$ cat src/logic/sram_defines.svh
`ifndef SRAM_DEFINES_SVH
`define SRAM_DEFINES_SVH

// memory geometry
`define WORD_W 16
`define ADDR_W 11

// locations covered by one fill and check run
`define FILL_COUNT 128

// step period exponents, selected by speed
`define STEP_SHIFT0 2
`define STEP_SHIFT1 3
`define STEP_SHIFT2 4
`define STEP_SHIFT3 5

// mismatch counter width
`define ERR_W 8

`endif

$ cat src/logic/memPkg.sv
`include "sram_defines.svh"
`default_nettype none

package memPkg;

	// one data word
	typedef logic [`WORD_W-1:0] memWordT;

	// one word address
	typedef logic [`ADDR_W-1:0] memAddrT;

	// single access request, strobes are one cycle wide
	typedef struct packed {
		logic write;
		logic read;
		memAddrT addr;
		memWordT data;
	} memCmdT;

	// read result, valid for one cycle
	typedef struct packed {
		logic valid;
		memWordT data;
	} memRspT;

endpackage

`default_nettype wire

$ cat src/logic/memDataReg.sv
`default_nettype none

module memDataReg #(
	parameter type wordT = memPkg::memWordT
) (
	input wire CLK,
	input wire rst,
	input wire memPkg::memCmdT cmd,
	output wordT wrData,
	input wire wordT rdData,
	output memPkg::memRspT rsp
);

	// read accepted with the command
	logic readReq;
	// memory is loading its output register
	logic readPend;

	// write data loads with a write command
	always_ff @(posedge CLK) begin
		if (cmd.write) begin
			wrData <= cmd.data;
		end
	end

	// read tracking, lines up with the memory read latency
	always_ff @(posedge CLK) begin
		if (!rst) begin
			readReq <= 1'b0;
			readPend <= 1'b0;
			rsp.valid <= 1'b0;
		end else begin
			readReq <= cmd.read;
			readPend <= readReq;
			rsp.valid <= readPend;
		end
	end

	// capture the read word once it is out of the array
	always_ff @(posedge CLK) begin
		if (readPend) begin
			rsp.data <= rdData;
		end
	end

endmodule

`default_nettype wire

$ cat config.mk
export PLATFORM = sky130hd
export DESIGN_NAME = memDataReg
export DESIGN_NICKNAME = d
export VERILOG_FILES = /design/src/logic/memPkg.sv /design/src/logic/memDataReg.sv
export VERILOG_INCLUDE_DIRS = /design/src /design/src/logic
export SDC_FILE = /design/constraint.sdc
export NUM_CORES = 1
export LEC_CHECK = 0
export ABC_CLOCK_PERIOD_IN_PS = 1470
export BUFFER_PORTS_ARGS = -buffer_cell sky130_fd_sc_hd__buf_2
export CORE_MARGIN = 5
export CORE_UTILIZATION = 30
export CTS_CLUSTER_SIZE = 12
export DETAILED_ROUTE_END_ITERATION = 7
export PLACE_DENSITY_LB_ADDON = 0.12
export SYNTH_ARGS = -nofsm -noshare
export SYNTH_HDL_FRONTEND = slang
export SYNTH_SLANG_ARGS = --single-unit
$ cat constraint.sdc
create_clock -name CLK -period 1.47 [get_ports CLK]
set_input_delay 0.294 -clock CLK [delete_from_list [all_inputs] [get_ports CLK]]
set_output_delay 0.294 -clock CLK [all_outputs]
set_load 0.05 [all_outputs]
-- Word-level counts from Yosys, hierarchy flattened
Index checks and enable logic that the tools add are counted.
- register bits: 35
- bits in latches: 0
- RAM bits: 0
- bits in read-only memories: 0
- input bits: 47
- word-level logic and storage cells: 5
- memories: 0
- add/sub/neg operators: 0
- multiply operators: 0
- divide/modulo/power cells: 0
- magnitude comparators: 0
- equal/unequal tests: 0
- shift-type cells: 0
- mux-type cells: 0
- bitwise gates (word level): 0
- reductions and logical operators: 0

-- Longest topological paths before layout
- depth in word-level cells: 0
- gate-level depth with buffers: 1
- gate-level depth less buffers: 1

-- Worst setup path before layout
Ideal clock, no wire load.
- path type: register -> register
- from: register readPend
- to: register rsp[0] (netlist bit) (enable)
- setup time: 0.373 ns
- arrival: 0.626 ns
- data required time: 1.097 ns
- path slack: 0.471 ns
- stages on the path, launching flop included: 1
- path buffers: 0
- period minus slack after synthesis: 0.999 ns
- cells stage by stage: dfxtp_1
- RTL lines (element ; RTL line ; text):
    from (decl) ; memDataReg.sv:17 ; logic readPend;
    from (signal assigned) ; memDataReg.sv:34 ; readPend <= readReq;
    to (decl) ; memDataReg.sv:11 ; output memPkg::memRspT rsp
No word-level cell between the ends.

-- Worst setup path in the final report
- from: register wrData[13] (netlist bit)
- to: output wrData[13] (netlist bit)
- RTL lines (element ; RTL line ; text):
    from (decl) ; memDataReg.sv:9 ; output wordT wrData,
    from (signal assigned) ; memDataReg.sv:22 ; wrData <= cmd.data;
No word-level cell between the ends.

==> impl_metrics.toml <==
[timing]
tightest_slew_ns = 0.339
finClkSkew_ns = 0.00619
tns_ns = 0
setup_viol = 0
final.period_utilization = 0.845
rsz0062_at_grt = "false"
hold_violations = 0
finalWorstSetupSlack_ns = 0.228
slew_headroom = 0.774
final.min_clock_period_ns = 1.24
report.final.slew_viol_count = 0
max_freq_mhz = 805
whs_ns = 0.133

[synthesis]
syn_area_per_cell_um2 = 27.4
yosys.area_share.simple = 0.0181
synth_seq_area_share = 0.982
synth_seq_cells = 35
synthXorXnorAreaFrac = 0
syn_area_um2 = 1040
synth_adder_area_share = 0
synth.area.mux_share = 0
synth-compound-area-share = 0
syn_nets = 85
ys_types = 3
ys_warn_count = 0
synth_top_family_by_area = "simple AND/OR/NAND/NOR gates"
netlist_instances = 38

[critical_path]
r2r_end = "rsp[0]"
worstPathCellList = "buf_2"
path_max_fanout = 1
crit_type = "reg2out"
cp.required_ns = 1.18
crit_buf_inv = 1
r2r_start = "readPend"
endpoint_kind = "primary output"
crit_slowest_cell = "edfxtp_1"
reg2reg_depth = 1
reg2reg_slack_ns = 0.62
critPathTopFamily = "flip-flops"
cpPeakStageDelay_ns = 0.35
crit_path_start_kind = "flop"
worstPathArrival_ns = 0.95

[layout]
final_common_cell = "buf_2"
area_growth_syn_to_layout_pct = 44.8
final_layout_size_suffix_gt1_frac = 0.661
final_core_util = 0.451
fill_cells = 318
fin_nets = 161
layout_common_cells = "68 x buf_2, 32 x edfxtp_1, 5 x clkbuf_4"
final_area_um2 = 1510
instances_no_fill = 161
num_antenna_cells = 0

[pwr]
vdd_drop_max_mv = 0.510
power.switching_uw = 517
seqPwrFrac = 0.589
swShare = 0.264
combPwrFrac = 0.141
finalPower_mw = 1.96
cellPowerDensity_nw_per_um2 = 1300
clkPwrFrac = 0.269
leakage_nw = 0.646
p_int_mw = 1.44

[status]
outcome = "finished clean"

[placed_design]
place_congestion = 0.691
dp_slack_ns = 0.523
post-place-cells = 153
io_buffers = 68
dpl-instance-area_um2 = 1450

[routing]
drtAntennaViolNets = 0
drc = 0
vias = 637
drtIter0Drc = 23
wl_per_cell_um = 12.8
via_per_inst = 3.96
drt_pass1_iterations = 2
routed_wl_um = 2070

[worst_hold_path]
whs_endpoint = "wrData[10]"
min_path_cells = 1
hold_path.class = "in2reg"
hp-start = "cmd[10]"

[die]
die_h_um = 68.9
top_level_ports = 80
die_w_um = 68.9
rows = 21
core_um2 = 3340
die_area_um2 = 4740
start_util = 0.312

[cts]
cts_resized = 0
clockBufferDepth = 2
cts_setup_buffers = 0
root_buffer = "clkbuf_4"
holdBufCountCts = 0
cts.sinks = 35
worstSkewPairLatency_ns = 0.32
tritoncts = "done"
clkSlewWorstSetupHoldPaths_ns = 0.11
h-tree-depth = 2
numCtsBuffers = 5

[global_route]
grt_overflow = 0
grt_pass1_vias = 660
antenna_found_initial = 0
grt_start_max_net_pins = 18
grt_first_pass_wirelength_um = 2930
grt_use_total = 0.0920

[run]
cap_violations = 0
synthesized netlist by cell type:
cell type | count | area [um2]
dfxtp_1 | 3 | 60.1
and2_1 | 3 | 18.8
edfxtp_1 | 32 | 961
worst max path at each step:
| stage | from | to | slack (ns) | cells past startpoint |
|---|---|---|---|---|
| after floorplan | readPend | rsp[0] | 0.47 | 0 |
| after global placement | cmd[28] | wrData[7] | 0.53 | 1 |
| after detailed placement | cmd[28] | wrData[7] | 0.52 | 1 |
| after CTS | wrData[13] | wrData[13] | 0.20 | 1 |
| after global routing | wrData[13] | wrData[13] | 0.15 | 1 |
| final | wrData[13] | wrData[13] | 0.23 | 1 |
state kept, by name, indices dropped and copies added, names as in the netlist:
name / cells
readReq: 1
readPend: 1
rsp: 17
wrData: 16
per-layer routing:
| layer | global-route usage | wire length [um] | vias up |
|---|---|---|---|
| li1 | - | - | 300 |
| met1 | 0.0828 | 612 | 296 |
| met2 | 0.158 | 1160 | 35 |
| met3 | 0.0502 | 248 | 6 |
| met4 | 0.0584 | 44 | 0 |
| met5 | 0 | 0 | - |
cells by family (layout without fill, tap and decap cells):
kind of cell           after synthesis  after routing
DFF                                 35             35
and+or+nand+nor                      3              3
buffers and inverters                0             77
power groups by stage:
| stage | logic, mW | clock network, mW | registers [mW] |
|---|---|---|---|
| global route | 0.291 | 0.597 | 1.16 |
| global placement | 0.278 | 0 | 1.18 |
| detailed placement | 0.281 | 0 | 1.18 |
| floorplan | 0.00196 | 0 | 1.36 |
| finish | 0.277 | 0.527 | 1.15 |
| CTS | 0.281 | 0.548 | 1.15 |
layout make-up:
cell class                      instances  area [um2]  share of cell area
Clock inverter                          1        5.00             0.00333
Timing Repair Buffer                   69         348               0.231
Clock buffer                            7        55.1              0.0366
Tap cell                               46        57.6              0.0382
Sequential cell                        35        1020               0.678
Multi-Input combinational cell          3        18.8              0.0125
No activity file was read; power rests on OpenSTA's default activity.
