### src/logic/sram_defines.svh
`ifndef SRAM_DEFINES_SVH
`define SRAM_DEFINES_SVH

// memory geometry
`define WORD_W 16
`define ADDR_W 11

// locations covered by one fill and check run
`define FILL_COUNT 128

// step period exponents, selected by speed
`define STEP_SHIFT0 2
`define STEP_SHIFT1 3
`define STEP_SHIFT2 4
`define STEP_SHIFT3 5

// mismatch counter width
`define ERR_W 8

`endif

### src/logic/memPkg.sv
`include "sram_defines.svh"
`default_nettype none

package memPkg;

	// one data word
	typedef logic [`WORD_W-1:0] memWordT;

	// one word address
	typedef logic [`ADDR_W-1:0] memAddrT;

	// single access request, strobes are one cycle wide
	typedef struct packed {
		logic write;
		logic read;
		memAddrT addr;
		memWordT data;
	} memCmdT;

	// read result, valid for one cycle
	typedef struct packed {
		logic valid;
		memWordT data;
	} memRspT;

endpackage

`default_nettype wire

### src/logic/memAddrReg.sv
`default_nettype none

module memAddrReg (
	input wire CLK,
	input wire rst,
	input wire memPkg::memCmdT cmd,
	output memPkg::memAddrT addr,
	output logic we,
	output logic re
);

	// enables follow the command strobes
	always_ff @(posedge CLK) begin
		if (!rst) begin
			we <= 1'b0;
			re <= 1'b0;
		end else begin
			we <= cmd.write;
			re <= cmd.read;
		end
	end

	// address only loads on an access, otherwise held
	always_ff @(posedge CLK) begin
		if (cmd.write || cmd.read) begin
			addr <= cmd.addr;
		end
	end

endmodule

`default_nettype wire

### config.mk
export PLATFORM = sky130hd
export DESIGN_NAME = memAddrReg
export DESIGN_NICKNAME = d
export VERILOG_FILES = /design/src/logic/memPkg.sv /design/src/logic/memAddrReg.sv
export VERILOG_INCLUDE_DIRS = /design/src /design/src/logic
export SDC_FILE = /design/constraint.sdc
export NUM_CORES = 1
export LEC_CHECK = 0
export BUFFER_PORTS_ARGS = -buffer_cell sky130_fd_sc_hd__buf_2
export CAP_MARGIN = 20
export CORE_AREA = 2 2 39 41
export CTS_BUF_LIST = sky130_fd_sc_hd__clkbuf_16
export CTS_CLUSTER_DIAMETER = 30
export DETAILED_ROUTE_END_ITERATION = 12
export DIE_AREA = 0 0 41 43
export PLACE_DENSITY = 0.8
export SLEW_MARGIN = 15
export SYNTH_ARGS = -nofsm -noshare
export SYNTH_HDL_FRONTEND = slang
export SYNTH_SLANG_ARGS = --single-unit
### constraint.sdc
create_clock -name CLK -period 0.81 [get_ports CLK]
set_input_delay 0.0405 -clock CLK [delete_from_list [all_inputs] [get_ports CLK]]
set_output_delay 0.0405 -clock CLK [all_outputs]
set_load 0.02 [all_outputs]
* Word level (Yosys, flattened, before mapping) *
Index checks and enable logic that the tools add are counted.

operators by class
  reductions and logical operators = 1

operators by type and width
  cell              number
  1-bit logical OR  1

word-level totals
  register bits = 13
  output and inout bits = 13
  input bits = 31
  logic and storage cells = 4

* Logic depth before layout (Yosys ltp) *
  depth in word-level cells = 1
  depth in mapped cells = 1
  gate-level depth less buffers = 1

* Least setup slack after synthesis *
No wires, ideal clock.

  kind = in2reg
  start = input cmd[27] (netlist bit)
  end = register addr[0], enable pin
  slack = 0.125 ns
  path buffers = 0
  arrival time = 0.386 ns
  setup time = 0.298 ns
  data required time = 0.512 ns
  stages on the path = 1
  cells stage by stage = or2_1

on the way
  longest elaborated chain between the ends = 1

RTL lines
  what                    line              source
  start: declaration      memAddrReg.sv:6   input wire memPkg::memCmdT cmd,
  1-bit logical OR        memAddrReg.sv:25  if (cmd.write || cmd.read) begin
  end signal: assignment  memAddrReg.sv:26  addr <= cmd.addr;
  end: declaration        memAddrReg.sv:7   output memPkg::memAddrT addr,

Every way passes these cells.
A chain may end at the register's enable or synchronous reset.

* Final worst setup path *
  start = register addr[6]
  end = output addr[6]

No word-level cell between the ends.

==> results.sh <==
export IMPL_met1_length_um=362
export IMPL_finalHoldViolCount=0
export IMPL_die_w_um=41
export IMPL_met2_length_um=397
export IMPL_cp_cell_sequence="buf_6"
export IMPL_dp_cells=59
export IMPL_p_switching_uw=384.8
export IMPL_slowest_stage="edfxtp_1"
export IMPL_worstSetupStartpointType="flip-flop"
export IMPL_combPwrFrac_pct=13.7
export IMPL_path_class="flip-flop to output pin"
export IMPL_crit_fanout=1
export IMPL_outcome="finished, violations left"
export IMPL_arrival_ns=0.77
export IMPL_final_common_cell="buf_2"
export IMPL_fin_ws_ns=-0.0004592
export IMPL_antenna_left=0
export IMPL_place_hpwl_um=601
export IMPL_clk_pin_slew_worst_paths_ns=0.04
export IMPL_relSlewSlack_pct=69.71
export IMPL_crit_family="flip-flops"
export IMPL_synth_warning_count=0
export IMPL_final_cells=74
export IMPL_max_freq_mhz=1234
export IMPL_cts_buffer_depth=2
export IMPL_grt_pass1_vias=323
export IMPL_place_gp_congestion=0.6793
export IMPL_cts_htree_levels=1
export IMPL_vdd_drop_max_mv=1.038
export IMPL_die_y_um=43
export IMPL_leakagePower_uw=0.0003539
export IMPL_grt_use_total_pct=11.49
export IMPL_required_ns=0.77
export IMPL_worst_slew_pin_slew_ns=0.4544
export IMPL_cts_made_buffers=3
export IMPL_synth_area_sq_um=390.4
export IMPL_hold_depth=2
export IMPL_port_buffers=27
export IMPL_switching_share_pct=19.48
export IMPL_setup_tns_final_ns=-0.0004592
export IMPL_cts_root_buf="clkbuf_16"
export IMPL_cp_num_buf_inv=1
export IMPL_seq_power_share_pct=41.2
export IMPL_final_cell_mix="buf_2 (17), edfxtp_1 (11), dlygate4sd3_1 (11)"
export IMPL_initial_core_util_pct=28.21
export IMPL_syn_avg_cell_area_sq_um=24.40
export IMPL_rows=14
export IMPL_min_to="we"
export IMPL_layout_min_cycle_time_ns=0.8105
export IMPL_final_area_sq_um=797.0
export IMPL_fillers=104
export IMPL_first_pass_iters=1
export IMPL_power_uw=1975
export IMPL_grt_overflow=0
export IMPL_max_stage_delay_ns=0.39
export IMPL_grt_max_degree=12
export IMPL_power_density_mw_per_mm2=2479
export IMPL_worstSetupEndpointType="output pin"
export IMPL_fp_dieArea_sq_mm=0.001763
export IMPL_clockPowerShare_pct=45.1
export IMPL_hold_path_class="primary input to flip-flop"
export IMPL_ys_seq_area_share_pct=94.87
export IMPL_cts_tree="yes"
export IMPL_areaGrowthSynthToFinish_pct=104.2
export IMPL_ys_ff_latch=13
export IMPL_clock_sinks=13
export IMPL_diodes=0
export IMPL_vias=300
export IMPL_report_final_slew_viol_count=0
export IMPL_wl_um=903
export IMPL_post_drt_wl_per_cell_um=12.20
export IMPL_post_cts_buffers=0
export IMPL_hold_slack_ns=0.01630
export IMPL_final_nets=90
export IMPL_ios=44
export IMPL_intPower_uw=1591
export IMPL_synth_fp_nets=47
export IMPL_setup_viol=1
export IMPL_core_area_sq_mm=0.001384
export IMPL_vias_per_cell=4.054
export IMPL_violations="negative setup slack"
export IMPL_wl_met3_um=137
export IMPL_highest_layer="met4"
export IMPL_antenna_found_initial=0
export IMPL_fin_crit_sh_pct=100.1
export IMPL_dpl_cell_area_sq_um=545.5
export IMPL_rsz0062_at_grt="true"
export IMPL_grt_first_pass_wirelength_um=1221
export IMPL_yosysUniqueCellTypes=5
export IMPL_synthCells=16
export IMPL_worstHoldStart="cmd[28]"
export IMPL_dr_first_iter_drc_count=0
export IMPL_maxCapViolations=0
export IMPL_layout_drive_gt1_share_pct=53.45
export IMPL_drc=0
## power by group through the flow
stage | Sequential (uW) | Combinational [uW] | Clock [uW]
after floorplan | 892 | 12.4 | 0
after global placement | 811 | 177 | 0
after detailed placement | 815 | 180 | 0
after CTS | 803 | 220 | 921
after global routing | 820 | 290 | 946
final | 815 | 270 | 890
## registers in the layout (all words and copies together) (netlist names)
signal  flops
re          1
addr       11
we          1
## layer usage
metal | track usage, % | vias to the layer above
met5 | 0 | -
met4 | 10.00 | 0
met3 | 6.806 | 2
met2 | 17.19 | 28
met1 | 10.00 | 128
li1 | - | 142
## worst max path at each step
stage	start	end	slack (ns)	depth (start not counted)
6_report	addr[6]	addr[6]	-0.0005	1
2_1_floorplan	cmd[27]	addr[0]	0.13	1
4_1_cts	addr[6]	addr[6]	-0.01	1
3_3_place_gp	cmd[27]	addr[4]	-0.03	2
3_5_place_dp	cmd[27]	addr[2]	-0.08	2
5_1_grt	addr[6]	addr[6]	-0.02	1
## metrics by stage
step	util, %	setup WS (ns)
CTS	53.07	-0.01208
global placement	39.42	-0.03302
finish	57.59	-0.0004592
global route	57.59	-0.01899
floorplan	-	0.1254
detailed placement	39.42	-0.07938
## cell type report
type	count	area, sq um	share of cell area [%]
tap	16	20.02	2.512
sequential	13	370.4	46.47
multi-input combinational	3	20.02	2.512
clock inverter	1	3.754	0.4710
clock buffer	3	75.07	9.419
timing repair buffer	38	307.8	38.62
## timing repair
action,4_1_cts,5_1_grt
hold buffers,11,0
pin swaps,0,0
gates resized for setup,0,21
endpoints found under the hold margin,11,0
setup endpoints to repair,2,11
gates cloned,0,0
## cells by family after synthesis
family / share of synthesized area [%]
flops: 94.87
simple gates: 5.131
## cell usage after synthesis
master | count | area [sq um]
and2_1 | 1 | 6.260
edfxtp_1 | 11 | 330.3
dfxtp_1 | 2 | 40.04
and2_2 | 1 | 7.510
or2_1 | 1 | 6.260
(Power assumes the default switching activity.)
