**config.mk**
```make
export PLATFORM = sky130hd
export DESIGN_NAME = stepTimer
export DESIGN_NICKNAME = d
export VERILOG_FILES = /design/src/logic/stepTimer.sv
export VERILOG_INCLUDE_DIRS = /design/src /design/src/logic
export SDC_FILE = /design/constraint.sdc
export NUM_CORES = 1
export LEC_CHECK = 0
export ABC_CLOCK_PERIOD_IN_PS = 2450
export BUFFER_PORTS_ARGS = -buffer_cell sky130_fd_sc_hd__buf_4
export CAP_MARGIN = 20
export CORE_AREA = 2 2 39 41
export DETAILED_ROUTE_END_ITERATION = 10
export DIE_AREA = 0 0 41 43
export MAX_ROUTING_LAYER = met4
export PLACE_DENSITY = 0.41
export SYNTH_ARGS = -nofsm -noshare
export SYNTH_HDL_FRONTEND = slang
export SYNTH_SLANG_ARGS = --single-unit
```
**constraint.sdc**
```tcl
create_clock -name CLK -period 2.45 [get_ports CLK]
set_input_delay 0.49 -clock CLK [delete_from_list [all_inputs] [get_ports CLK]]
set_output_delay 0.49 -clock CLK [all_outputs]
set_load 0.005 [all_outputs]
```
**src/logic/sram_defines.svh**
```systemverilog
`ifndef SRAM_DEFINES_SVH
`define SRAM_DEFINES_SVH

// memory geometry
`define WORD_W 16
`define ADDR_W 11

// locations covered by one fill and check run
`define FILL_COUNT 128

// step period exponents, selected by speed
`define STEP_SHIFT0 2
`define STEP_SHIFT1 3
`define STEP_SHIFT2 4
`define STEP_SHIFT3 5

// mismatch counter width
`define ERR_W 8

`endif

```
**src/logic/stepTimer.sv**
```systemverilog
`include "sram_defines.svh"
`default_nettype none

module stepTimer (
	input wire CLK,
	input wire rst,
	input wire [1:0] speed,
	output logic step
);

	// counter wide enough for the slowest rate
	localparam int CntW = `STEP_SHIFT3;

	logic [CntW-1:0] count;
	logic [CntW-1:0] countNext;
	logic [CntW-1:0] mask;

	always_comb begin
		countNext = count + 1'b1;
		// low bits that must be zero for a step
		case (speed)
			2'd0: mask = CntW'((1 << `STEP_SHIFT0) - 1);
			2'd1: mask = CntW'((1 << `STEP_SHIFT1) - 1);
			2'd2: mask = CntW'((1 << `STEP_SHIFT2) - 1);
			default: mask = CntW'((1 << `STEP_SHIFT3) - 1);
		endcase
	end

	always_ff @(posedge CLK) begin
		if (!rst) begin
			count <= '0;
			step <= 1'b0;
		end else begin
			count <= countNext;
			// one cycle strobe when the masked bits wrap
			step <= (countNext & mask) == '0;
		end
	end

endmodule

`default_nettype wire

```
== Word level (Yosys, flattened, before mapping) ==
Index checks and enable logic that the tools add are counted.

* Add/sub/neg operators: 1
* Equal/unequal tests: 2
* Multiplexer cells: 1
* Bitwise operators: 1
* Reduce and logical (&&, ||, !) cells: 2

{| class="wikitable"
|+ Operators with widths
! cell !! count
|-
| one-hot mux 5 bit (3 select lines) || 1
|-
| adder 5 x 1 -> 5 bit (second input constant) || 1
|-
| AND 5 bit || 1
|-
| logical NOT 5 bit || 1
|-
| == test 2 x 1 -> 1 bit (second input constant) || 1
|-
| == test 2 bit (second input constant) || 1
|-
| logical NOT 2 bit || 1
|}

* Bits in registers: 6
* Output and inout port bits: 1
* Word-level logic and storage cells: 9

== Logic depth before layout (Yosys ltp) ==
* Depth after elaboration: 4
* Depth in mapped cells: 4
* Gate-level depth less buffers: 4

== Worst setup path after synthesis ==
Ideal clock, no wire load.

* Path type: reg2reg
* Start: reg count[0]
* End: reg step
* Setup time: 128 ps
* Arrival time: 1008 ps
* Data required time: 2322 ps
* Setup slack: 1314 ps
* Cell stages (with the launch flop): 5
* Path buffers: 0
* Period minus slack after synthesis: 1136 ps
* Cells stage by stage: dfxtp_1 -> ha_1 -> and2_2 -> o211ai_1 -> a221oi_2

* Longest elaborated chain between the ends: 3

{| class="wikitable"
|+ RTL lines
! item !! line !! RTL
|-
| start: declaration || stepTimer.sv:14 || <nowiki>logic [CntW-1:0] count;</nowiki>
|-
| start signal: assignment || stepTimer.sv:34 || <nowiki>count <= countNext;</nowiki>
|-
| adder 5 x 1 -> 5 bit || stepTimer.sv:19 || <nowiki>countNext = count + 1'b1;</nowiki>
|-
| AND 5 bit || stepTimer.sv:36 || <nowiki>step <= (countNext & mask) == '0;</nowiki>
|-
| logical NOT 5 bit || stepTimer.sv:36 ||
|-
| end signal: assignment || stepTimer.sv:32 || <nowiki>step <= 1'b0;</nowiki>
|-
| end signal: assignment || stepTimer.sv:36 ||
|-
| end: declaration || stepTimer.sv:8 || <nowiki>output logic step</nowiki>
|}

No other way between the ends.
A chain may end at the register's enable or synchronous reset.

== Final worst setup path ==
Same ends and word-level chain as after synthesis.

==> results.md <==
- Status: completed
- Fraction of synthesized cell area in xor and xnor cells: 10.00%
- Clock Latency Late Sink: approximately 0.24 ns
- Post-CTS Resized: 0
- Layout Area Growth over Synthesis: 27.62%
- # IOs: 5
- Die H: about 43 um
- Fraction of layout cells with a size suffix above 1: a little over a quarter
- First-pass iteration count of the detailed router: 2
- Mapped Nets: 31
- N_diodes: 0
- H-tree levels: 1
- CP endpoint kind: register
- Initial antenna violation count: 0
- Relative slew slack: roughly 86%
- Initial DRC count: 3
- Cell Chain, Critical Path: ha_1, and2_2, o211ai_1, a221oi_2
- Post-DRT Antenna Nets: 0
- Initial core utilization: around a fifth
- Internal: approximately 170 uW
- Final min period: approximately 1.2 ns
- Worst path required time: between 2 and 3 ns
- Mapped Area: roughly 260 um^2
- Post-Synth Adder-Cell Area: under 10%
- Crit path kind: reg2reg
- Pin count of the biggest net entering global routing: 7
- Flop pwr share: between 50% and 60%
- Via density per instance: 4.204
- Psw: between 40 and 50 uW
- RR Startpoint: count[0]
- Worst Hold Class: in2reg
- Crit-path max FO: 5
- Count of cell types in the netlist: 15
- CP max stage delay: approximately 0.38 ns
- Worst hold slack: approximately 0.43 ns
- Num rows: 14
- Core ar.: ~1400 um^2
- Startpoint type of the worst setup path: register
- DR WL/cell: 9.061 um
- Lkg Pwr: ~0.13 nW
- RSZ-0062 raised after global routing: no
- Deepest clock path buffer count: 2
- Hold Startpoint: speed[0]
- Main combinational cell family by area after synthesis: simple AND/OR/NAND/NOR gates
- DRT Wirelength: between 400 and 500 um
- Root Buffer: clkbuf_4
- Slew of the pin with the lowest slew margin: between 0.2 and 0.25 ns
- Reg area: 120.1 um^2
- Crit share post-route: about half
- Final core utilization: 24.23%
- First-pass GRT wire length: roughly 750 um
- Peak supply drop: 0.1876 mV
- TritonCTS Sinks: 6
- I/O Buffers: 4
- Syn Area/Cell: between 10 and 15 um^2
- Worst path top cell family by delay: flip-flops
- Mux cell area share after synthesis: 0%
- Clk pin slew, worst setup/hold paths: approximately 0.04 ns
- Register area share after synthesis: between 40 and 50%
- Nets: 40
- Total number of vias: between 200 and 250
- Post-Synth Simple-Gate Area: roughly 27%
- Highest Clock Rate: roughly 830 MHz
- Post-CTS setup buffer count: 0
- Critical path's slowest cell: dfxtp_1
- WP buf/inv: 0
- Vias in the first global route: 187
- Max cap viols: 0
- CTS tree: yes
- Die Width: 41 um
- Synth Register Bits: 6
- Synth warn: 0
- Clock Skews: 0.0003180 ns
- Compound-Gate Fraction of Synth Area: 12.38%
- FILL cells: about 150
- Final hold vios: 0
- Grt ovf: 0
- Die Area: about 1800 um^2
- Synth Instances: 26
- Final Max Slew Viols: 0
- Pwr per Cell Area: 630.7 nW/um^2
- Setup_tns: 0 ns
- Final setup viols: 0
- Sw Ratio: ~21%
- DRC viols: 0
- Post-CTS Hold Buffers: 0
- Worst Setup SP: count[0]
- Clock power frac: a little over two fifths
- Crit path arrival time: 1.36 ns
- Multi-input gate area: 142.6 um^2
- Most frequent cells in the layout: dfxtp_1 (6), and2_1 (4), buf_4 (4), clkbuf_4 (3)
- Commonest non-fill, non-tap cell in the layout: dfxtp_1
- GP Congestion: ~0.67
- GRT Util Overall: under 10%
- TritonCTS buffer count: 3
- Logic pwr share: around 7.0%
Yosys cell counts (all sizes together):
library cell	number	area share, %
dfxtp	6	46
and3	1	2.4
nand3	2	3.8
a221oi	1	5.7
o211ai	1	2.9
ha	1	4.8
nand2	2	2.9
a21oi	1	1.9
and2	5	12
xnor2	2	6.7
nand4b	1	3.3
o21ai	1	1.9
nor2b	1	2.4
xor2	1	3.3
through the flow:
step | cells | setup slack [ns] | area (um^2) | power, mW
final | 49 | 1.252 | 335.3 | 0.2115
after CTS | 49 | 1.252 | 335.3 | 0.2175
after floorplan | 26 | 1.314 | 262.8 | 0.1160
after global routing | 49 | 1.167 | 335.3 | 0.2277
after global placement | 46 | 1.283 | 312.8 | 0.1236
after detailed placement | 46 | 1.260 | 312.8 | 0.1240
cells by family after synthesis:
kind of cell / count (synthesis)
simple gates: 12
flops: 6
fa+ha+maj: 1
compound gates: 4
xor+xnor: 3
routing by layer:
metal	up-vias	global-route usage, %	wire (um)
li1	106	-	-
met3	2	4.712	38
met4	0	8.000	4
met5	-	-	0
met1	93	7.792	227
met2	5	7.813	174
flip-flops by register name, indices dropped and copies added, names as in the netlist:
name,flops
step,1
count,5
layout make-up:
cell class	instances	area share [%]
multi-input cells	20	42.54
flip-flops and latches	6	35.82
well taps	16	5.970
clock buffers	3	6.716
repair buffers	4	8.955
power groups by stage:
stage	clock network (mW)	logic, mW	registers [mW]
finish	0.0894	0.0148	0.107
global route	0.103	0.0170	0.108
CTS	0.0952	0.0152	0.107
detailed placement	0	0.0150	0.109
global placement	0	0.0151	0.109
floorplan	0	0.00815	0.108
worst paths after layout:
path,endpoint,slack [ns],depth (start not counted)
worst max-delay path,step,1.25,4
worst min-delay path,step,0.43,2
worst max register to register,step,1.25,4
worst min register to register,count[0],0.49,1
Power figures use the tool's default switching activity.
