**src/logic/sram_defines.svh**
```systemverilog
`ifndef SRAM_DEFINES_SVH
`define SRAM_DEFINES_SVH

// memory geometry
`define WORD_W 16
`define ADDR_W 11

// locations covered by one fill and check run
`define FILL_COUNT 128

// step period exponents, selected by speed
`define STEP_SHIFT0 2
`define STEP_SHIFT1 3
`define STEP_SHIFT2 4
`define STEP_SHIFT3 5

// mismatch counter width
`define ERR_W 8

`endif

```
**src/logic/memPkg.sv**
```systemverilog
`include "sram_defines.svh"
`default_nettype none

package memPkg;

	// one data word
	typedef logic [`WORD_W-1:0] memWordT;

	// one word address
	typedef logic [`ADDR_W-1:0] memAddrT;

	// single access request, strobes are one cycle wide
	typedef struct packed {
		logic write;
		logic read;
		memAddrT addr;
		memWordT data;
	} memCmdT;

	// read result, valid for one cycle
	typedef struct packed {
		logic valid;
		memWordT data;
	} memRspT;

endpackage

`default_nettype wire

```
**src/logic/seqPkg.sv**
```systemverilog
`include "sram_defines.svh"
`default_nettype none

package seqPkg;

	// sequencer phase
	typedef enum logic [1:0] {
		IDLE,
		FILL,
		CHECK,
		DONE
	} seqPhaseT;

	// run mode, check only skips the fill
	typedef enum logic {
		FILL_CHECK,
		CHECK_ONLY
	} seqModeT;

	// status seen by the host
	typedef struct packed {
		seqPhaseT phase;
		logic busy;
		logic done;
		logic [`ERR_W-1:0] errorCount;
	} seqStatusT;

endpackage

`default_nettype wire

```
**src/logic/fillCheckSeq.sv**
```systemverilog
`include "sram_defines.svh"
`default_nettype none

module fillCheckSeq (
	input wire CLK,
	input wire rst,
	input wire start,
	input wire seqPkg::seqModeT mode,
	input wire step,
	input wire memPkg::memCmdT hostCmd,
	input wire memPkg::memRspT rdRsp,
	output memPkg::memCmdT cmd,
	output seqPkg::seqStatusT status
);

	localparam memPkg::memAddrT LastAddr = memPkg::memAddrT'(`FILL_COUNT - 1);

	seqPkg::seqPhaseT phase;
	// next address to write or read
	memPkg::memAddrT issueAddr;
	// address of the next response, responses come back in order
	memPkg::memAddrT cmpAddr;
	logic [`ERR_W-1:0] errorCount;
	logic busy;
	logic issueRead;

	// descending pattern, address a holds FILL_COUNT - 1 - a
	function automatic memPkg::memWordT patternWord(input memPkg::memAddrT a);
		return memPkg::memWordT'(`FILL_COUNT - 1) - memPkg::memWordT'(a);
	endfunction

	assign busy = (phase == seqPkg::FILL) || (phase == seqPkg::CHECK);
	assign issueRead = step && (phase == seqPkg::CHECK) && (issueAddr < `FILL_COUNT);

	always_comb begin
		status.phase = phase;
		status.busy = busy;
		status.done = (phase == seqPkg::DONE);
		status.errorCount = errorCount;
	end

	// phase control, counters and error count
	always_ff @(posedge CLK) begin
		if (!rst) begin
			phase <= seqPkg::IDLE;
			issueAddr <= '0;
			cmpAddr <= '0;
			errorCount <= '0;
		end else begin
			case (phase)
				seqPkg::FILL: begin
					if (step) begin
						if (issueAddr == LastAddr) begin
							phase <= seqPkg::CHECK;
							issueAddr <= '0;
						end else begin
							issueAddr <= issueAddr + 1'b1;
						end
					end
				end
				seqPkg::CHECK: begin
					if (issueRead) begin
						issueAddr <= issueAddr + 1'b1;
					end
					if (rdRsp.valid) begin
						// saturate rather than wrap
						if (rdRsp.data != patternWord(cmpAddr) && errorCount != '1) begin
							errorCount <= errorCount + 1'b1;
						end
						if (cmpAddr == LastAddr) begin
							phase <= seqPkg::DONE;
						end else begin
							cmpAddr <= cmpAddr + 1'b1;
						end
					end
				end
				default: begin
					// idle or done, a new run may start
					if (start) begin
						if (mode == seqPkg::CHECK_ONLY) begin
							phase <= seqPkg::CHECK;
						end else begin
							phase <= seqPkg::FILL;
						end
						issueAddr <= '0;
						cmpAddr <= '0;
						errorCount <= '0;
					end
				end
			endcase
		end
	end

	// command register, host owns the port while not busy
	always_ff @(posedge CLK) begin
		if (busy) begin
			cmd.addr <= issueAddr;
			cmd.data <= patternWord(issueAddr);
		end else begin
			cmd.addr <= hostCmd.addr;
			cmd.data <= hostCmd.data;
		end
		if (!rst) begin
			cmd.write <= 1'b0;
			cmd.read <= 1'b0;
		end else if (busy) begin
			cmd.write <= step && (phase == seqPkg::FILL);
			cmd.read <= issueRead;
		end else begin
			cmd.write <= hostCmd.write;
			cmd.read <= hostCmd.read;
		end
	end

endmodule

`default_nettype wire

```
**config.mk**
```make
export PLATFORM = sky130hd
export DESIGN_NAME = fillCheckSeq
export DESIGN_NICKNAME = d
export VERILOG_FILES = /design/src/logic/memPkg.sv /design/src/logic/seqPkg.sv /design/src/logic/fillCheckSeq.sv
export VERILOG_INCLUDE_DIRS = /design/src /design/src/logic
export SDC_FILE = /design/constraint.sdc
export NUM_CORES = 1
export LEC_CHECK = 0
export ABC_AREA = 1
export BUFFER_PORTS_ARGS = -buffer_cell sky130_fd_sc_hd__buf_4
export CORE_ASPECT_RATIO = 1.1
export CORE_UTILIZATION = 51
export CTS_CLUSTER_DIAMETER = 100
export CTS_CLUSTER_SIZE = 24
export DETAILED_ROUTE_END_ITERATION = 10
export PLACE_DENSITY_LB_ADDON = 0.3
export SLEW_MARGIN = 20
export SYNTH_ARGS = -nofsm -noshare
export SYNTH_HDL_FRONTEND = slang
export SYNTH_SLANG_ARGS = --single-unit
export TNS_END_PERCENT = 100
```
**constraint.sdc**
```tcl
create_clock -name CLK -period 2.4 [get_ports CLK]
set_input_delay 0.48 -clock CLK [delete_from_list [all_inputs] [get_ports CLK]]
set_output_delay 0.48 -clock CLK [all_outputs]
set_load 0.02 [all_outputs]
```
## Yosys cells after proc, flatten, opt, wreduce, memory -nomap -nowiden

Index checks and enable logic that the tools add are counted.
W data, S select, Z words.

- Register bits after elaboration: 61
- Logic and storage cells: 61
- Output and inout bits: 41

- Bitwise logic cells: 1
- Reduce and logical (&&, ||, !) cells: 11
- Muxes and demuxes: 21
- Magnitude comparators: 1
- Equality and inequality tests: 14
- $add $sub $neg: 5

Operator list:

| operator | count |
|---|---|
| $mux W11 | 6 |
| $pmux W11 S2 | 2 |
| $mux W27 | 1 |
| $mux W8 | 3 |
| $sub A7 B11 Y12 const A | 2 |
| $add A11 B1 Y11 const B | 2 |
| $eq A11 B7 Y1 const B | 2 |
| $ne A16 B16 Y1 | 1 |
| $pmux W8 S2 | 1 |
| $mux W2 | 7 |
| $lt A11 B8 Y1 const B | 1 |
| $add A8 B1 Y8 const B | 1 |
| $ne A2 B2 Y1 const B | 4 |
| $ne A8 B8 Y1 const B | 1 |
| $reduce_and A4 Y1 | 2 |
| $ne A2 B1 Y1 const B | 3 |
| $reduce_and A5 Y1 | 1 |
| $eq A2 B2 Y1 const B | 2 |
| $logic_and A1 B1 Y1 | 4 |
| $pmux W2 S2 | 1 |
| $reduce_and A3 Y1 | 1 |
| $reduce_bool A3 Y1 | 1 |
| $eq A2 B1 Y1 const B | 1 |
| $reduce_bool A2 Y1 | 1 |
| other kinds (2) | 2 |

## Logic depth before layout (Yosys ltp)

- Depth in word-level cells: 6
- Depth in mapped cells: 15
- Gate-level depth less buffers: 14

## Worst setup path before layout

Ideal clock, no wire load.

- Path kind: register to output
- Start: reg phase[0]
- End: out status[9] in the netlist's numbering
- Stages on the path, launching flop included: 6
- Arrival time: 1.495 ns
- Data required time: 1.920 ns
- Setup slack: 0.425 ns
- Path buffers: 2
- Cells stage by stage: dfxtp_1 -> inv_1 -> ha_1 -> clkinv_1 -> clkbuf_1 -> buf_4

- Cells in the longest elaborated chain, start to end: 2

Ends and longest elaborated chain:

| item | line | text |
|---|---|---|
| start: declaration | fillCheckSeq.sv:18 | `seqPkg::seqPhaseT phase;` |
| start signal: assignment | fillCheckSeq.sv:45 | `phase <= seqPkg::IDLE;` |
| start signal: assignment | fillCheckSeq.sv:54 | `phase <= seqPkg::CHECK;` |
| start signal: assignment | fillCheckSeq.sv:71 | `phase <= seqPkg::DONE;` |
| $eq A2 B1 Y1 or $eq A2 B2 Y1 (tied branches) | fillCheckSeq.sv:32 | `assign busy = (phase == seqPkg::FILL) \|\| (phase == seqPkg::CHECK);` |
| $logic_or A1 B1 Y1 (*) | fillCheckSeq.sv:32 |  |
| end: declaration | fillCheckSeq.sv:13 | `output seqPkg::seqStatusT status` |

Mark *: on every way between the ends. The rest lies on a longest branch, timed or not.

==> summary.md <==
| Metric | Value |
|---|---|
| Status | `complete, no violations` |
| Post-synthesis instance total | `442` |
| Hold path cells | `3` |
| Antenna violations before repair | `0` |
| Die H | `82.9 µm` |
| Cts hold-fix bufs | `0` |
| RSZ-0062 raised after global routing | `no` |
| Worst setup SP type | `flop` |
| TritonCTS clock tree | `built` |
| Tcrit/Tclk final | `91.6%` |
| Slew headroom | `48.0%` |
| DP Wirelength | `5270 µm` |
| Setup violators final | `0` |
| First-pass GRT wire length | `11700 µm` |
| Root buf cell | `clkbuf_8` |
| CTS max path bufs | `2` |
| Post-layout util | `68.9%` |
| Die Wd | `75.6 µm` |
| Syn avg cell area | `6.87 µm²` |
| Vias/cell | `4.90` |
| Routed vias | `3031` |
| Fmax | `455 MHz` |
| Asr flop ratio synth | `0%` |
| Cell area after placement | `3780 µm²` |
| Setup TNS | `0 ns` |
| Routed Antenna Nets | `0` |
| Mapped Area | `3040 µm²` |
| EDFF count, synth | `0` |
| Clk sinks | `61` |
| Area growth syn-to-layout | `30.9%` |
| Peak supply drop | `0.00118 V` |
| Final hold vios | `0` |
| Die area | `6270 µm²` |
| Arr. time, crit path | `1.72 ns` |
| Final wirelength | `7110 µm` |
| Area share of the largest cell type after synthesis | `40.2%` |
| Vias in the first global route | `2719` |
| Reg2reg setup slack | `0.21 ns` |
| Min cycle time layout | `2.20 ns` |
| # rows | `29` |
| Worst-Skew Late Latency | `0.34 ns` |
| Worst hold path class | `primary input to flop` |
| Starting density of the core | `52.7%` |
| R2r endpoint | `cmpAddr[3]` |
| Overflow after GRT | `0` |
| Ys flop type | `dfxtp_1` |
| FF-to-FF Start | `phase[0]` |
| # diodes | `0` |
| Cts bufs inserted | `9` |
| 1st-iter DRT viols | `142` |
| Post-synthesis cell type count | `38` |
| Hold path endpoint | `cmd[23]` |
| I/O pins | `92` |
| Yosys top cell by area | `dfxtp_1` |
| DR pass1 iterations | `4` |
| Critical Path RT | `1.92 ns` |
| Power per Cell Area | `1130 nW/µm²` |
| Layout Skew | `0.00702 ns` |
| DRC viols | `0` |
| Fraction of layout instances using a drive strength above 1 | `24.9%` |
| GRT Util Overall | `24.1%` |
| Syn Nets | `503` |
| Setup CP Type | `flop to output pin` |
| Filler cell count | `502` |
| Reg2reg path depth | `7` |
| Synth Register Bits | `61` |
| Crit. End Element | `output pin` |
| CTS H-tree depth | `3` |
| YS warnings | `0` |
| DR WL/cell | `11.5 µm` |
| CP max FO | `11` |
| Slew Limit Fails | `0` |
| Number of max-cap violations | `0` |
| Post-CTS Setup Repair Bufs | `0` |
| Port buffer count | `91` |
| Hold Crit Start | `hostCmd[23]` |
| RePlAce Congestion | `0.807` |
| Sequential share of the synthesized area | `40.2%` |
| CTS resizes | `0` |
| Worst-Margin Slew | `0.772 ns` |
| Largest net degree at the start of global routing | `40` |
| Core box area | `5770 µm²` |
| Clock transition at the registers of the reported paths | `0.08 ns` |
| Finished Cell Area | `3980 µm²` |
| Final nets | `598` |
| Synth top area cells | `dfxtp_1 (40%), nand2_1 (16%), nor2_1 (6.5%), inv_1 (5.9%), nand3_1 (5.3%)` |
| Leakage power | `1.94 nW` |
==> flip-flops by register name, summed over array words and instances (netlist names) <==
| name | count |
|---|---|
| cmd | 29 |
| errorCount | 8 |
| phase | 2 |
| cmpAddr | 11 |
| issueAddr | 11 |
==> metrics by stage <==
stage          total power, mW  std cells  setup WS [ns]  hold slack, ns
2_1_floorplan             2.85        442          0.425           0.457
5_1_grt                   4.80        619        0.00732           0.322
4_1_cts                   4.51        619          0.166           0.319
6_report                  4.48        619          0.202           0.329
3_3_place_gp              3.56        603          0.299           0.479
3_5_place_dp              3.60        603          0.182           0.491
==> where the power goes <==
| part | internal (mW) | switching, mW |
|---|---|---|
| Combinational | 0.795 | 1.32 |
| Sequential | 1.32 | 0.141 |
| Clock | 0.482 | 0.425 |
==> critical path: stages, from the launching register on <==
cell      delay [ns]
dfxtp_1         0.40
inv_1           0.08
ha_1            0.31
clkinv_1        0.30
buf_4           0.28
==> layout by cell type, fill, tap and decap left out, drive strengths merged, types with 3 or more instances in the layout <==
master,n
clkinvlp,3
dfxtp,61
clkbuf,9
nand3,33
buf,94
inv,54
nor2,55
nor3b,3
ha,10
clkinv,4
nor3,7
nand2,135
o21ai,32
a211oi,3
o21a,3
a21oi,24
==> cell usage after synthesis (all sizes together), types with 3 or more instances <==
| master | number |
|---|---|
| nand2 | 135 |
| dfxtp | 61 |
| nor2 | 55 |
| inv | 53 |
| nand3 | 33 |
| o21ai | 32 |
| a21oi | 24 |
| ha | 10 |
| nor3 | 7 |
| buf | 5 |
| clkbuf | 5 |
| a211oi | 3 |
| nor3b | 3 |
| o21a | 3 |
==> routing by layer <==
metal / track usage [%] / up-vias / share of wire (%)
li1: - / 1601 / -
met2: 38.6 / 102 / 47
met5: 0 / - / 0
met1: 31.1 / 1317 / 46
met3: 5.10 / 11 / 6.1
met4: 9.60 / 0 / 1.1
==> final cells by class <==
type	count	area (µm²)	share of cell area, %
clock inverters	7	75.1	1.89
repair buffers	94	706	17.7
multi-input cells	316	1550	38.9
inverters	55	208	5.22
flip-flops and latches	61	1220	30.7
well taps	77	96.3	2.42
clock buffers	9	124	3.11
==> how the worst max path moves through the flow <==
stage          cells after the start      from  slack, ns          to
2_1_floorplan                      5  phase[0]       0.43   status[9]
3_3_place_gp                       7  phase[0]       0.30  cmpAddr[3]
3_5_place_dp                       7  phase[0]       0.18  cmpAddr[3]
4_1_cts                            7  phase[0]       0.17  cmpAddr[3]
5_1_grt                            6  phase[1]      0.007  cmpAddr[9]
6_report                           4  phase[0]       0.20   status[9]
==> cell families after synthesis <==
logic type                 count (synthesis)  synth area share, %
AOI/OAI and AO/OA                         66                 12.1
xor gates and xnor gates                   2                0.577
adders and majority gates                 10                 4.12
buffers and inverters                     65                 8.85
DFF                                       61                 40.2
and+or+nand+nor                          238                 34.2
Note: power is estimated with default switching activity, not from simulation.
